## src/verilog/keccak_defs.svh

```systemverilog
// keccak-f[1600] constants shared by the permutation datapath and controller
`ifndef KECCAK_DEFS_SVH
`define KECCAK_DEFS_SVH

// lane width in bits
`define KECCAK_W 64

// side of the 5x5 lane grid
`define KECCAK_N 5

// lanes in one state
`define KECCAK_LANES 25

// rounds per permutation
`define KECCAK_ROUNDS 24

// width of the iota round-constant lfsr
`define KECCAK_LFSR_W 8

`endif

```

## src/verilog/keccak_pkg.sv

```systemverilog
// keccak-f[1600] types for lanes, grid coordinates, rounds and controller phases
`default_nettype none

`include "keccak_defs.svh"

package keccak_pkg;

	// one state lane
	typedef logic [`KECCAK_W-1:0] lane_t;

	// x or y position in the grid, 0 to 4
	typedef logic [2:0] coord_t;

	// round index, 0 to 23
	typedef logic [4:0] round_t;

	// controller phases
	// one round is theta_c, theta_rp, then five read/write pairs of chi rows
	typedef enum logic [2:0] {
		IDLE,
		LOAD,
		THETA_C,
		THETA_RP,
		CHI_READ,
		CHI_WRITE,
		UNLOAD
	} phase_t;

endpackage

`default_nettype wire

```

## src/verilog/perm_ctrl.sv

```systemverilog
// permutation phase FSM with lane and round counters and the I/O strobes
`default_nettype none

`include "keccak_defs.svh"

module perm_ctrl (
	input  logic               clk,
	input  logic               rst,
	input  logic               pushin,
	input  logic               firstin,
	input  logic               stopout,
	input  keccak_pkg::coord_t pi_x,
	input  keccak_pkg::coord_t pi_y,
	output logic               stopin,
	output logic               pushout,
	output logic               firstout,
	output logic               state_we,
	output logic               state_wsel,
	output keccak_pkg::coord_t state_wx,
	output keccak_pkg::coord_t state_wy,
	output keccak_pkg::coord_t state_rx,
	output keccak_pkg::coord_t state_ry,
	output logic               scratch_we,
	output keccak_pkg::coord_t scratch_wx,
	output keccak_pkg::coord_t scratch_wy,
	output keccak_pkg::coord_t scratch_rx,
	output keccak_pkg::coord_t scratch_ry,
	output logic               acc_en,
	output logic               xform_en,
	output logic               chi_load,
	output keccak_pkg::coord_t chi_col,
	output logic               apply_rc,
	output logic               rc_init,
	output logic               rc_step
);
	import keccak_pkg::*;

	phase_t phase;
	phase_t phase_nx;
	coord_t x;
	coord_t y;
	coord_t x_nx;
	coord_t y_nx;
	coord_t gx;
	coord_t gy;
	round_t round;
	round_t round_nx;
	logic   x_last;
	logic   y_last;
	logic   grid_last;
	logic   accept;

	assign x_last = (x == coord_t'(`KECCAK_N - 1));
	assign y_last = (y == coord_t'(`KECCAK_N - 1));
	assign grid_last = x_last && y_last;
	// input only taken while stopin is low
	assign accept = pushin && !stopin;

	// next grid position, x fastest
	assign gx = x_last ? 3'd0 : x + 3'd1;
	assign gy = x_last ? (y_last ? 3'd0 : y + 3'd1) : y;

	// all memory traffic follows the lane counters
	assign state_wx = x;
	assign state_wy = y;
	assign state_rx = x;
	assign state_ry = y;
	assign scratch_rx = x;
	assign scratch_ry = y;
	assign chi_col = x;
	// scratch writes land at the pi destination
	assign scratch_wx = pi_x;
	assign scratch_wy = pi_y;

	always_comb begin
		phase_nx = phase;
		x_nx = x;
		y_nx = y;
		round_nx = round;
		state_we = 1'b0;
		state_wsel = 1'b0;
		scratch_we = 1'b0;
		acc_en = 1'b0;
		xform_en = 1'b0;
		chi_load = 1'b0;
		apply_rc = 1'b0;
		rc_init = 1'b0;
		rc_step = 1'b0;
		pushout = 1'b0;
		firstout = 1'b0;
		case (phase)
			IDLE: begin
				rc_init = 1'b1;
				// lane 0 only with firstin, stray pushes dropped
				if (accept && firstin) begin
					state_we = 1'b1;
					x_nx = 3'd1;
					phase_nx = LOAD;
				end
			end
			LOAD: begin
				if (accept) begin
					state_we = 1'b1;
					x_nx = gx;
					y_nx = gy;
					if (grid_last)
						phase_nx = THETA_C;
				end
			end
			THETA_C: begin
				acc_en = 1'b1;
				x_nx = gx;
				y_nx = gy;
				if (grid_last)
					phase_nx = THETA_RP;
			end
			THETA_RP: begin
				xform_en = 1'b1;
				scratch_we = 1'b1;
				x_nx = gx;
				y_nx = gy;
				if (grid_last)
					phase_nx = CHI_READ;
			end
			CHI_READ: begin
				chi_load = 1'b1;
				// latch this round's constant just before row 0 is written
				rc_step = (y == 3'd0) && x_last;
				x_nx = gx;
				if (x_last)
					phase_nx = CHI_WRITE;
			end
			CHI_WRITE: begin
				state_we = 1'b1;
				state_wsel = 1'b1;
				apply_rc = (x == 3'd0) && (y == 3'd0);
				x_nx = gx;
				if (x_last) begin
					y_nx = gy;
					if (!y_last) begin
						phase_nx = CHI_READ;
					end else if (round == round_t'(`KECCAK_ROUNDS - 1)) begin
						round_nx = '0;
						phase_nx = UNLOAD;
					end else begin
						round_nx = round + 5'd1;
						phase_nx = THETA_C;
					end
				end
			end
			UNLOAD: begin
				pushout = !stopout;
				firstout = pushout && (x == 3'd0) && (y == 3'd0);
				// counters hold while the sink stalls
				if (pushout) begin
					x_nx = gx;
					y_nx = gy;
					if (grid_last)
						phase_nx = IDLE;
				end
			end
			default: begin
				phase_nx = IDLE;
			end
		endcase
	end

	always_ff @(posedge clk or posedge rst) begin
		if (rst) begin
			phase <= IDLE;
			x <= '0;
			y <= '0;
			round <= '0;
			stopin <= 1'b1;
		end else begin
			phase <= phase_nx;
			x <= x_nx;
			y <= y_nx;
			round <= round_nx;
			// open for input only in idle and load
			stopin <= !(phase_nx == IDLE || phase_nx == LOAD);
		end
	end

endmodule

`default_nettype wire

```

## config.mk

```make
export PLATFORM = sky130hd
export DESIGN_NAME = perm_ctrl
export DESIGN_NICKNAME = d
export VERILOG_FILES = /design/src/verilog/keccak_pkg.sv /design/src/verilog/perm_ctrl.sv
export VERILOG_INCLUDE_DIRS = /design/src /design/src/verilog
export SDC_FILE = /design/constraint.sdc
export NUM_CORES = 1
export LEC_CHECK = 0
export BUFFER_PORTS_ARGS = -buffer_cell sky130_fd_sc_hd__buf_2
export CORE_MARGIN = 3
export CORE_UTILIZATION = 50
export DETAILED_ROUTE_END_ITERATION = 12
export PLACE_DENSITY = 0.92
export SLEW_MARGIN = 30
export SYNTH_ARGS = -nofsm -noshare
export SYNTH_HDL_FRONTEND = slang
export SYNTH_SLANG_ARGS = --single-unit
```

## constraint.sdc

```tcl
create_clock -name clk -period 5.14 [get_ports clk]
set_clock_uncertainty 0.15 [all_clocks]
set_input_delay 0.257 -clock clk [delete_from_list [all_inputs] [get_ports clk]]
set_output_delay 0.257 -clock clk [all_outputs]
set_load 0.005 [all_outputs]
```

======== After elaboration in Yosys (flattened, before gate mapping) ========
Cells that the tools add are included.
W data, S select, Z words.
word-level totals
  flip-flop bits (word level) ............. 15
  bits in latches ......................... 0
  bits in writable memories ............... 0
  memory bits (read-only) ................. 0
  input port bits ......................... 11
  word-level logic and storage cells ...... 80
  memories ................................ 0
cells by class
  add/subtract/negate cells ............... 3
  $mul .................................... 0
  divide/modulo/power cells ............... 0
  order comparisons ....................... 0
  eq/ne operators ......................... 14
  shifts and indexed selects .............. 0
  multiplexer cells ....................... 36
  bitwise operators ....................... 0
  reductions and logical operators ........ 22
operators with widths
  operator               number
  $mux W3                20
  $pmux W3 S4            2
  $pmux W3 S7            1
  $eq A3 B3 Y1 const B   5
  $logic_not A3 Y1       4
  $mux W1                11
  $ne A2 B2 Y1 const B   4
  $reduce_and A4 Y1      2
  $reduce_bool A4 Y1     2
  $logic_and A1 B1 Y1    7
  $add A3 B1 Y3 const B  2
  $eq A3 B1 Y1 const B   2
  $eq A3 B2 Y1 const B   2
  $add A5 B1 Y5 const B  1
  $eq A5 B5 Y1 const B   1
  $mux W5                1
  $reduce_or A4 Y1       1
  $logic_not A1 Y1       3
  $pmux W1 S3            1
  $reduce_and A3 Y1      1
  $reduce_or A2 Y1       1
  $logic_or A1 B1 Y1     1

======== Logic depth before layout (Yosys ltp) ========
Gate-level depths: netlist of the first run.
  depth in word-level cells ............... 8
  depth in mapped cells ................... 6
  depth with buffers taken out ............ 6

======== Worst setup path before layout of the first run ========
OpenSTA, ideal clock, no wires.
  path type ............................... register to register
  from .................................... reg x[0] (netlist: chi_col[0])
  to ...................................... reg y[0] (netlist: scratch_ry[0])
  setup time .............................. 127 ps
  data arrival time ....................... 1,584 ps
  slack ................................... 3,279 ps
  stages on the path, launching flop included .. 7
  cell sequence ........................... dfrtp_1 -> inv_1 -> ha_1 -> nand2_1 -> or3_1 -> nand2_2 -> mux2_1
on the way
  cells in the longest elaborated chain, start to end .. 4
  elaborated cells on any way between the ends .. 8
ends and longest elaborated chain
  what                        line                                                  source
  start, declared             perm_ctrl.sv:40                                       coord_t x;
  start signal, assigned      perm_ctrl.sv:177                                      x <= x_nx;
  $eq A3 B3 Y1 (*)            perm_ctrl.sv:53                                       assign x_last = (x == coord_t'(`KECCAK_N - 1));
  $mux W3                     perm_ctrl.sv:61                                       assign gy = x_last ? (y_last ? 3'd0 : y + 3'd1) : y;
  $mux W3 (on tied branches)  perm_ctrl.sv:155, perm_ctrl.sv:102, perm_ctrl.sv:138
  $pmux W3 S4                 perm_ctrl.sv:91                                       case (phase)
  end signal, assigned        perm_ctrl.sv:178                                      y <= y_nx;
  end, declared               perm_ctrl.sv:41                                       coord_t y;
Every way passes the cells marked *; elsewhere a longest branch is shown, timed or not. The select of a mux whose other input is x is not followed.
A chain may end at the register's enable or synchronous reset.

======== Worst setup path after layout of the first run ========
  from .................................... reg phase[2]
  to ...................................... out rc_step
on the way
  cells in the longest elaborated chain, start to end .. 2
ends and longest elaborated chain
  what                    line              source
  start, declared         perm_ctrl.sv:38   phase_t phase;
  start signal, assigned  perm_ctrl.sv:176  phase <= phase_nx;
  $eq A3 B3 Y1            perm_ctrl.sv:91
  $mux W1                 perm_ctrl.sv:91
  end, declared           perm_ctrl.sv:34   output logic rc_step
No other way between the ends.

==> results of run 1 <==
## power by group
part	internal, mW	switching (mW)	total [mW]
registers	0.153	0.0648	0.218
clock network	0.0290	0.0383	0.0673
logic	0.150	0.154	0.304
## state kept, by name (all words and copies together) (netlist names)
register / count
stopin: 1
scratch_ry: 3
round: 5
phase: 3
chi_col: 3
## metal layers
metal	global-route usage [%]	vias to the layer above	routed length, um
met3	2.45	7	144
li1	-	470	-
met2	29.3	40	1120
met5	0	-	0
met1	19.3	444	970
met4	9.96	0	67
## through the flow
stage / worst slack (ns) / power (mW) / cell area (sq um) / instances / util (%)
floorplan: 3.28 / 0.476 / 1190 / 130 / -
global placement: 3.23 / 0.511 / 1220 / 170 / 54.7
detailed placement: 3.16 / 0.523 / 1220 / 170 / 54.7
CTS: 3.08 / 0.594 / 1260 / 175 / 56.4
global route: 2.96 / 0.645 / 1260 / 175 / 56.4
finish: 3.07 / 0.589 / 1260 / 175 / 56.4
## repair_timing
item	CTS	global route
hold endpoints to repair	14	0
hold buffers	1	0
buffers inserted	0	0
## area by class of cell
cell class / count / share of cell area, %
clock buffers: 3 / 1.79
inverters: 14 / 4.17
multi-input cells: 76 / 45.4
clock inverters: 1 / 0.398
well taps: 28 / 2.78
flip-flops and latches: 15 / 29.9
repair buffers: 38 / 15.5
## cell families after synthesis
family | count (synthesis)
AND/OR/NAND/NOR | 41
buffers and inverters | 39
AO/OA/AOI/OAI | 22
flip-flops | 15
multiplexers | 7
adder cells (fa/ha/maj) | 5
XOR/XNOR | 1
## how the worst max path moves through the flow
| stage | start | endpoint | depth (start not counted) |
|---|---|---|---|
| 3_5_place_dp | chi_col[0] | scratch_ry[0] | 6 |
| 4_1_cts | phase[2] | rc_step | 4 |
| 6_report | phase[2] | rc_step | 4 |
| 3_3_place_gp | chi_col[0] | scratch_ry[1] | 6 |
| 2_1_floorplan | chi_col[0] | scratch_ry[0] | 6 |
| 5_1_grt | chi_col[0] | rc_step | 5 |
## Yosys cell counts (3+ instances only)
master	instances	area share [%]
sky130_fd_sc_hd__buf_4	24	15
sky130_fd_sc_hd__ha_1	5	5.3
sky130_fd_sc_hd__inv_1	13	4.1
sky130_fd_sc_hd__mux2_1	4	3.8
sky130_fd_sc_hd__nor2b_1	4	2.1
sky130_fd_sc_hd__nor3_1	4	1.7
sky130_fd_sc_hd__nor2_1	8	2.5
sky130_fd_sc_hd__o21ai_0	3	1.3
sky130_fd_sc_hd__dfrtp_1	14	30
sky130_fd_sc_hd__a21oi_1	3	1.3
sky130_fd_sc_hd__nand2_1	6	1.9
## tightest hold or removal path: cells and delay by family
family / cells / cell delay, ns
AO/OA/AOI/OAI: 1 / 0.11
buffers and inverters: 2 / 0.15
AND/OR/NAND/NOR: 2 / 0.17
==> reports/qor.yml, run 1 <==
status:
  result_of_the_run: "complete, no violations"
sta:
  period_minus_slack_ns: 2.07
  max_slew_violation_count: 0
  hold_vio_cnt_final: 0
  finalSetupTns_ns: 0
  period_share_pct: 40.2
  finalHoldWorstSlack_ns: 0.274
  slew_headroom_pct: 61.6
  grt_setup_unrepaired: "no"
  worst_slew_pin_slew_ns: 0.576
  finalSetupViolations: 0
  max_clock_freq_mhz: 484
pwr:
  p_per_area_nw_per_um2: 468
  ir_drop_v: 0.000290
  power.static_leakage_nw: 0.661
synthesis:
  fraction_of_synthesized_area_in_multiplexers_pct: 6.54
  yosys_most_used_dff: "sky130_fd_sc_hd__dfrtp_1"
  yosys.area_share.xor_xnor_pct: 0.738
  yosys_register_bits: 15
  synth_async_sr_flop_share_pct: 100
  share_of_synthesized_area_occupied_by_flip_flops_and_latches_pct: 31.8
  postSynthAreaPerCell_sq_um: 9.12
  synthAdderAreaFrac_pct: 5.27
  yosys.area_share.simple_pct: 21.4
  synth_edf_count: 0
  largest_family_of_logic_cells_by_synthesized_area: "simple AND/OR/NAND/NOR gates"
  netlist-cell-type-count: 46
  synthesis.instances: 130
  syn-cell-area_sq_um: 1190
  synth_compound_gate_area_share_pct: 14.2
  synth_fp_nets: 146
  synth_warnings: 0
route:
  dr.first_iter.drc_count: 23
  route.detailed.wl_per_inst_um: 13.2
  num_vias: 961
  drt-vias-per-instance: 5.49
  wl_um: 2310
  route.antenna.remaining_nets: 0
  drc: 0
  firstDrtPassIters: 5
finish:
  multi_input_area_sq_um: 572
  layout-area-overhead-vs-synth_pct: 6.12
  layout.cells.most_common: "sky130_fd_sc_hd__buf_2"
  sequential_cell_area_sq_um: 377
  layout.nets: 164
  layout_common_cells: "sky130_fd_sc_hd__buf_2 (37), sky130_fd_sc_hd__dfrtp_1 (14), sky130_fd_sc_hd__inv_1 (13)"
  fillCellCount: 210
  num_antenna_cells: 0
  post_route_cells_drive_above_1_share_pct: 36.7
grt:
  largest_net_degree_at_the_start_of_global_routing: 17
  number_of_antenna_violations_at_the_first_check_in_global_routing: 0
  grt-ovfl-total: 0
  grt_pass1_vias: 864
  global_route.usage.total_pct: 16.9
  grt_pass1_wl_um: 3610
setup_path:
  timing.setup.critical_path_class: "register to output port"
  critical_path.max_stage_delay_ns: 0.67
  timing.critical_path.cells: "inv_1, nor3_1, and4_1, buf_2"
  timing.critical_path.max_delay_family: "flip-flops"
  critical_path_required_ns: 4.73
  timing.rr.start: "chi_col[0]"
  cp_data_arrival_time_ns: 1.66
  regToRegSetupSlack_ns: 3.13
  timing.critical_path.to_type: "output port"
  timing.critical_path.buf_inv: 2
  rr_endpoint: "scratch_ry[0]"
  r2r_cells: 6
  cpMaxStageDelayCell: "sky130_fd_sc_hd__dfrtp_1"
  critical_path_fanouts_max: 16
  startpoint_type_of_the_worst_setup_path: "register"
die:
  floorplan_row_count: 17
  die-height_um: 54.7
  die_area_sq_um: 2990
  fp.coreArea_sq_um: 2230
  design.portCount: 50
  die_x_um: 54.7
  initial_utilization_pct: 53.1
cts:
  clk_transition_reported_paths_ns: 0.09
  clkLatencyLatePin_ns: 0.29
  number_of_cts_inserted_buffers: 3
  cts_tree: "done"
  cts.path.max_buffers: 2
  post_cts_resize_count: 0
  clock_tree.htree_level_count: 1
  clock_sink_count: 15
  cts_root_buf: "sky130_fd_sc_hd__clkbuf_4"
min_path:
  min_to: "phase[1]"
  number_of_cells_traversed_by_the_worst_hold_path: 5
  holdCritStartpoint: "stopout"
  worst_hold_path_type: "input pin to register"
job:
  maxCapViolations: 0
placement:
  gp_routability_congestion: 0.870
  detailed_place_hpwl_um: 1800
  buffer_ports.inserted: 37
Power figures use the tool's default switching activity.
==> run 2, diff against run 1 <==
Settings changed: CORE_UTILIZATION 50 to 43, PLACE_DENSITY 0.92 to 0.85.
Clock period 5.14 ns to 1.7 ns, I/O delays scaled along.
==> run 2 against run 1 <==
Net effect:
- the flow now finishes with violations (setup timing)
- sequential share of layout area decreased by 5.2 points
- setup slack got worse by 3.2 ns
- total power increased to 4.0 times the previous value
- clock power increased to 3.2 times the previous value
- non-clock buffer count increased by 26
- via count increased by 15%
- register-to-register slack got worse by 3.2 ns
- combinational power increased to 5.2 times the previous value
- core utilization increased by 4.3 points
- global-route usage increased by 1.5 points
- design area increased by 23%
- wire length increased by 30%
- critical endpoint is now scratch_ry[1]
- highest routed layer unchanged
==> reports/qor.yml, run 2 (same netlist as run 1, synthesis figures left out) <==
grt:
  grt-ovfl-total: 0  # unchanged
  number_of_antenna_violations_at_the_first_check_in_global_routing: 0  # unchanged
  global_route.usage.total_pct: 18.4  # was 16.9%
  largest_net_degree_at_the_start_of_global_routing: 16  # was 17
  grt_pass1_vias: 1073  # was 864
  grt_pass1_wl_um: 4870  # was 3610 um
status:
  violations: "setup timing"
  result_of_the_run: "finished, violations left"  # was complete, no violations
setup_path:
  critical_path_required_ns: 1.74  # was 4.73 ns
  critical_path_fanouts_max: 5  # was 16
  timing.critical_path.to_type: "register"  # was output port
  startpoint_type_of_the_worst_setup_path: "register"  # unchanged
  timing.critical_path.max_delay_family: "simple AND/OR/NAND/NOR gates"  # was flip-flops
  cp_data_arrival_time_ns: 1.82  # was 1.66 ns
  critical-path-top-cell-by-count: "sky130_fd_sc_hd__nand2_4"
  timing.critical_path.buf_inv: 1  # was 2
  timing.critical_path.cells: "inv_2, ha_4, nand2_4, or3_4, nand2_4, mux2_4"  # was inv_1, nor3_1, and4_1, buf_2
  cpMaxStageDelayCell: "sky130_fd_sc_hd__dfrtp_1"  # unchanged
  critical_path.max_stage_delay_ns: 0.41  # was 0.67 ns
  timing.setup.critical_path_class: "register to register"  # was register to output port
sta:
  period_share_pct: 105
  finalSetupViolations: 8  # was 0
  fin_ws_ns: -0.0783  # was 3.07 ns
  max_slew_violation_count: 0  # unchanged
  max_clock_freq_mhz: 562
  hold_vio_cnt_final: 0  # unchanged
  slew_headroom_pct: 62.5  # was 61.6%
  worst_slew_pin_slew_ns: 0.562  # was 0.576 ns
  grt_setup_unrepaired: "yes"  # was no
  period_minus_slack_ns: 1.78
pwr:
  power.static_leakage_nw: 0.804  # was 0.661 nW
  p_per_area_nw_per_um2: 1530  # was 468 nW/um^2
  ir_drop_v: 0.00108  # was 0.000290 V
  p_total_mw: 2.36  # was 0.589 mW
die:
  design.portCount: 50  # unchanged
  floorplan_row_count: 18  # was 17
  die_area_sq_um: 3420  # was 2990 sq um
  die_x_um: 58.5  # was 54.7 um
  die-height_um: 58.5  # was 54.7 um
  initial_utilization_pct: 46.6  # was 53.1%
  fp.coreArea_sq_um: 2540  # was 2230 sq um
placement:
  buffer_ports.inserted: 37  # unchanged
  detailed_place.area_sq_um: 1390  # was 1220 sq um
  detailed_place_hpwl_um: 2180  # was 1800 um
  gp_routability_congestion: 0.865  # was 0.870
cts:
  cts_root_buf: "sky130_fd_sc_hd__clkbuf_4"  # unchanged
  clock_sink_count: 15  # unchanged
  clk_transition_reported_paths_ns: 0.09  # about the same
  number_of_cts_inserted_buffers: 3  # unchanged
  clock_tree.htree_level_count: 1  # unchanged
  cts.path.max_buffers: 2  # unchanged
  clkLatencyLatePin_ns: 0.30  # was 0.29 ns
  cts_tree: "done"  # unchanged
route:
  num_vias: 1102  # was 961
  firstDrtPassIters: 4  # was 5
  dr.first_iter.drc_count: 52  # was 23
  wl_um: 3000  # was 2310 um
  drt-vias-per-instance: 5.43  # was 5.49
  route.antenna.remaining_nets: 0  # unchanged
  drc: 0  # unchanged
  route.detailed.wl_per_inst_um: 14.8  # was 13.2 um
finish:
  num_antenna_cells: 0  # unchanged
  design_area_sq_um: 1540  # was 1260 sq um
  postLayoutCoreUtil_pct: 60.7  # was 56.4%
  layout.cells.most_common: "sky130_fd_sc_hd__buf_2"  # unchanged
  post_route_cells_drive_above_1_share_pct: 58.4  # was 36.7%
  largest_register: "round"  # unchanged
  layout.nets: 190  # was 164
  layout-area-overhead-vs-synth_pct: 30.2  # was 6.12%
  fillCellCount: 216  # was 210
  layout_common_cells: "sky130_fd_sc_hd__buf_2 (37), sky130_fd_sc_hd__buf_4 (23), sky130_fd_sc_hd__dfrtp_1 (10)"  # was sky130_fd_sc_hd__buf_2 (37), sky130_fd_sc_hd__dfrtp_1 (14), sky130_fd_sc_hd__inv_1 (13)
  sequential_cell_area_sq_um: 382  # was 377 sq um
  multi_input_area_sq_um: 643  # was 572 sq um
  largest_register_ffs: 5  # unchanged
min_path:
  worst_hold_path_type: "input pin to output port"  # was input pin to register
job:
  maxCapViolations: 0  # unchanged
## run 2: timing repair
item	CTS	global route
buffers inserted	3	4
pin swaps	2	7
resized for setup	11	9
gates cloned	0	0
hold buffers	1	0
setup endpoints to repair	10	13
endpoints found under the hold margin	14	0
## run 2: power by group
group | switching (mW) | leakage [nW] | total, mW | internal [mW]
combinational | 0.730 | 0.599 | 1.57 | 0.836
sequential | 0.114 | 0.187 | 0.584 | 0.471
clock | 0.127 | 0.0177 | 0.214 | 0.0879
## run 2: per-layer routing
| layer | GRT usage, % | part of all wire, % |
|---|---|---|
| met1 | 21.2 | 40 |
| met2 | 33.0 | 53 |
| met3 | 3.07 | 5.7 |
| met4 | 8.28 | 1.8 |
| met5 | 0 | 0 |
## run 2: per-stage QoR
| step | hold slack, ns | setup TNS, ns | setup WS [ns] | cells |
|---|---|---|---|---|
| 2_1_floorplan | -0.164 | -0.257 | -0.0607 | 130 |
| 3_5_place_dp | 0.0200 | -0.141 | -0.0526 | 191 |
| 3_3_place_gp | 0.0123 | -0.00391 | -0.00224 | 191 |
| 5_1_grt | 0.0200 | -0.838 | -0.115 | 203 |
| 4_1_cts | 0.0200 | -0.196 | -0.0636 | 199 |
| 6_report | 0.0200 | -0.304 | -0.0783 | 203 |
## run 2: final timing paths
kind                             from       endpoint  slack [ns]  cells past startpoint
hold reg to reg              round[3]       round[3]        0.40                      1
min in group asynchronous         rst  scratch_ry[2]        0.21                      3
hold / removal                pi_y[0]  scratch_wy[0]        0.02                      0
max in group asynchronous         rst       phase[2]        0.78                      3
setup / recovery           chi_col[1]  scratch_ry[1]       -0.08                      6
setup reg to reg           chi_col[1]  scratch_ry[1]       -0.08                      6
## run 2: area by class of cell
type                    instances  area share, %
repair buffers                 64           26.0
clock buffers                   3           1.46
well taps                      30           2.43
clock inverters                 1          0.324
inverters                      14           3.40
flip-flops and latches         15           24.7
multi-input cells              76           41.7
==> run 3, diff against run 2 <==
Settings changed: PLACE_DENSITY 0.85 to unset, PLACE_DENSITY_LB_ADDON set to 0.2.
==> run 3 against run 2 <==
Net effect:
- the run still ends with setup timing left
- die area unchanged
- via count increased by 0.18%
- largest cell class unchanged
- critical path type unchanged
- final cell count increased by 2.5%
- sequential share of layout area decreased by 1.9 points
==> reports/qor.yml, run 3 (same netlist as run 1, synthesis figures left out) <==
status:
  result_of_the_run: "finished, violations left"  # unchanged
  violations: "setup timing"  # unchanged
pwr:
  p_per_area_nw_per_um2: 1460  # was 1530 nW/um^2
  power.static_leakage_nw: 0.864  # was 0.804 nW
  netSwitchingPower_mw: 0.993  # was 0.971 mW
  power.switching_fraction_pct: 41.0  # about the same
  ir_drop_v: 0.00108  # about the same
  intPower_mw: 1.43  # was 1.39 mW
  power.clock.fraction_pct: 8.9  # was 9.1%
  power.share.sequential_pct: 24.1  # was 24.7%
  p_total_mw: 2.43  # was 2.36 mW
  pwr-share-comb_pct: 67.0  # was 66.2%
sta:
  worst_slew_pin_slew_ns: 0.598  # was 0.562 ns
  max_clock_freq_mhz: 558  # was 562 MHz
  period_minus_slack_ns: 1.79  # was 1.78 ns
  finalSetupViolations: 10  # was 8
  max_slew_violation_count: 0  # unchanged
  period_share_pct: 105  # about the same
  finalSetupTns_ns: -0.423  # was -0.304 ns
  slew_headroom_pct: 60.1  # was 62.5%
  fin_ws_ns: -0.0910  # was -0.0783 ns
  hold_vio_cnt_final: 0  # unchanged
  grt_setup_unrepaired: "yes"  # unchanged
finish:
  layout_common_cells: "sky130_fd_sc_hd__buf_2 (37), sky130_fd_sc_hd__buf_4 (24), sky130_fd_sc_hd__dfrtp_1 (11)"  # was sky130_fd_sc_hd__buf_2 (37), sky130_fd_sc_hd__buf_4 (23), sky130_fd_sc_hd__dfrtp_1 (10)
  layout.nets: 195  # was 190
  layout-area-overhead-vs-synth_pct: 40.5  # was 30.2%
  num_antenna_cells: 0  # unchanged
  post_route_cells_drive_above_1_share_pct: 64.0  # was 58.4%
  post_layout_nonfiller_instances: 208  # was 203
  largest_register_ffs: 5  # unchanged
  largest_register: "round"  # unchanged
  design_area_sq_um: 1670  # was 1540 sq um
  layout.cells.most_common: "sky130_fd_sc_hd__buf_2"  # unchanged
setup_path:
  cp_data_arrival_time_ns: 1.83  # was 1.82 ns
  timing.critical_path.to_type: "register"  # unchanged
  cpMaxStageDelayCell: "sky130_fd_sc_hd__or3_4"  # was sky130_fd_sc_hd__dfrtp_1
  critical_path_fanouts_max: 4  # was 5
  timing.critical_path.cells: "inv_2, ha_4, nand2_2, or3_4, nand2_4, mux2_4"  # was inv_2, ha_4, nand2_4, or3_4, nand2_4, mux2_4
  timing.critical_path.max_delay_family: "simple AND/OR/NAND/NOR gates"  # unchanged
  startpoint_type_of_the_worst_setup_path: "register"  # unchanged
  critical_path.max_stage_delay_ns: 0.41  # about the same
  timing.critical_path.buf_inv: 1  # unchanged
  timing.setup.critical_path_class: "register to register"  # unchanged
  critical_path_required_ns: 1.74  # about the same
route:
  route.antenna.remaining_nets: 0  # unchanged
  num_vias: 1104  # was 1,102
  dr.first_iter.drc_count: 25  # was 52
  firstDrtPassIters: 4  # unchanged
  drt-vias-per-instance: 5.31  # was 5.43
  drc: 0  # unchanged
  route.detailed.wl_per_inst_um: 15.3  # was 14.8 um
  wl_um: 3180  # was 3000 um
grt:
  grt_pass1_vias: 1031  # was 1,073
  grt-ovfl-total: 0  # unchanged
  number_of_antenna_violations_at_the_first_check_in_global_routing: 0  # unchanged
  grt_pass1_wl_um: 4680  # was 4870 um
  global_route.usage.total_pct: 18.0  # was 18.4%
  largest_net_degree_at_the_start_of_global_routing: 16  # unchanged
die:
  design.portCount: 50  # unchanged
  initial_utilization_pct: 46.6  # unchanged
  fp.coreArea_sq_um: 2540  # unchanged
  die_x_um: 58.5  # unchanged
  die-height_um: 58.5  # unchanged
  die_area_sq_um: 3420  # unchanged
  floorplan_row_count: 18  # unchanged
cts:
  cts_tree: "done"  # unchanged
  clock_tree.htree_level_count: 1  # unchanged
  cts.path.max_buffers: 2  # unchanged
  clkLatencyLatePin_ns: 0.30  # about the same
  number_of_cts_inserted_buffers: 3  # unchanged
  clock_sink_count: 15  # unchanged
  cts_root_buf: "sky130_fd_sc_hd__clkbuf_4"  # unchanged
  clk_transition_reported_paths_ns: 0.09  # about the same
placement:
  numPlacedInstances: 192  # was 191
  gp_routability_congestion: 0.771  # was 0.865
  detailed_place.area_sq_um: 1400  # was 1390 sq um
  detailed_place_hpwl_um: 2140  # was 2180 um
  buffer_ports.inserted: 37  # unchanged
min_path:
  worst_hold_path_type: "input pin to output port"  # unchanged
job:
  maxCapViolations: 0  # unchanged
run 3: path summary, 6_finish.rpt:
| check | startpoint | end | slack [ns] | cells past startpoint |
|---|---|---|---|---|
| max reg2reg | chi_col[1] | scratch_ry[1] | -0.09 | 6 |
| min | pi_x[1] | scratch_wx[1] | 0.02 | 0 |
| max | chi_col[1] | scratch_ry[1] | -0.09 | 6 |
| min in group asynchronous | rst | round[1] | 0.23 | 3 |
| min reg2reg | round[0] | round[0] | 0.39 | 1 |
| max in group asynchronous | rst | phase[2] | 0.75 | 3 |
run 3: power groups by stage:
| stage | logic [mW] | clock network (mW) | registers [mW] |
|---|---|---|---|
| 6_report | 1.63 | 0.215 | 0.585 |
| 2_1_floorplan | 0.874 | 0 | 0.613 |
| 3_3_place_gp | 1.31 | 0 | 0.566 |
| 4_1_cts | 1.49 | 0.222 | 0.574 |
| 3_5_place_dp | 1.33 | 0 | 0.573 |
| 5_1_grt | 1.76 | 0.240 | 0.599 |
run 3: per-stage QoR:
step           setup slack (ns)  hold slack [ns]  util [%]
2_1_floorplan           -0.0607           -0.164         -
3_3_place_gp            -0.0271           0.0201      55.0
6_report                -0.0910           0.0200      65.5
3_5_place_dp            -0.0877           0.0201      55.0
4_1_cts                 -0.0615           0.0201      61.1
5_1_grt                  -0.166           0.0200      65.5
run 3: what timing repair did:
action / 4_1_cts / 5_1_grt
pin swaps: 8 / 9
resized for setup: 13 / 23
buffers inserted: 7 / 4
setup endpoints to repair: 13 / 20
endpoints found under the hold margin: 14 / 0
hold buffers: 1 / 0
run 3: cell type report:
class / instances / area (sq um)
clock inverters: 1 / 5.00
repair buffers: 69 / 463
fillers: 217 / 878
clock buffers: 3 / 22.5
multi-input cells: 76 / 706
inverters: 14 / 52.6
flip-flops and latches: 15 / 380
well taps: 30 / 37.5
run 3: worst register-to-register path: stages, from the launching register on:
cell and delay (ns):
sky130_fd_sc_hd__dfrtp_1 0.40, sky130_fd_sc_hd__inv_2 0.09, sky130_fd_sc_hd__ha_4 0.17, sky130_fd_sc_hd__nand2_2 0.07
sky130_fd_sc_hd__or3_4 0.41, sky130_fd_sc_hd__nand2_4 0.09, sky130_fd_sc_hd__mux2_4 0.30
run 3: per-layer routing:
metal  up-vias  wire length [um]  global-route usage [%]
met5         -                 0                       0
met4         0                33                    4.97
li1        533                 -                       -
met3         4               191                    5.70
met2        29              1590                    31.1
met1       538              1370                    21.3
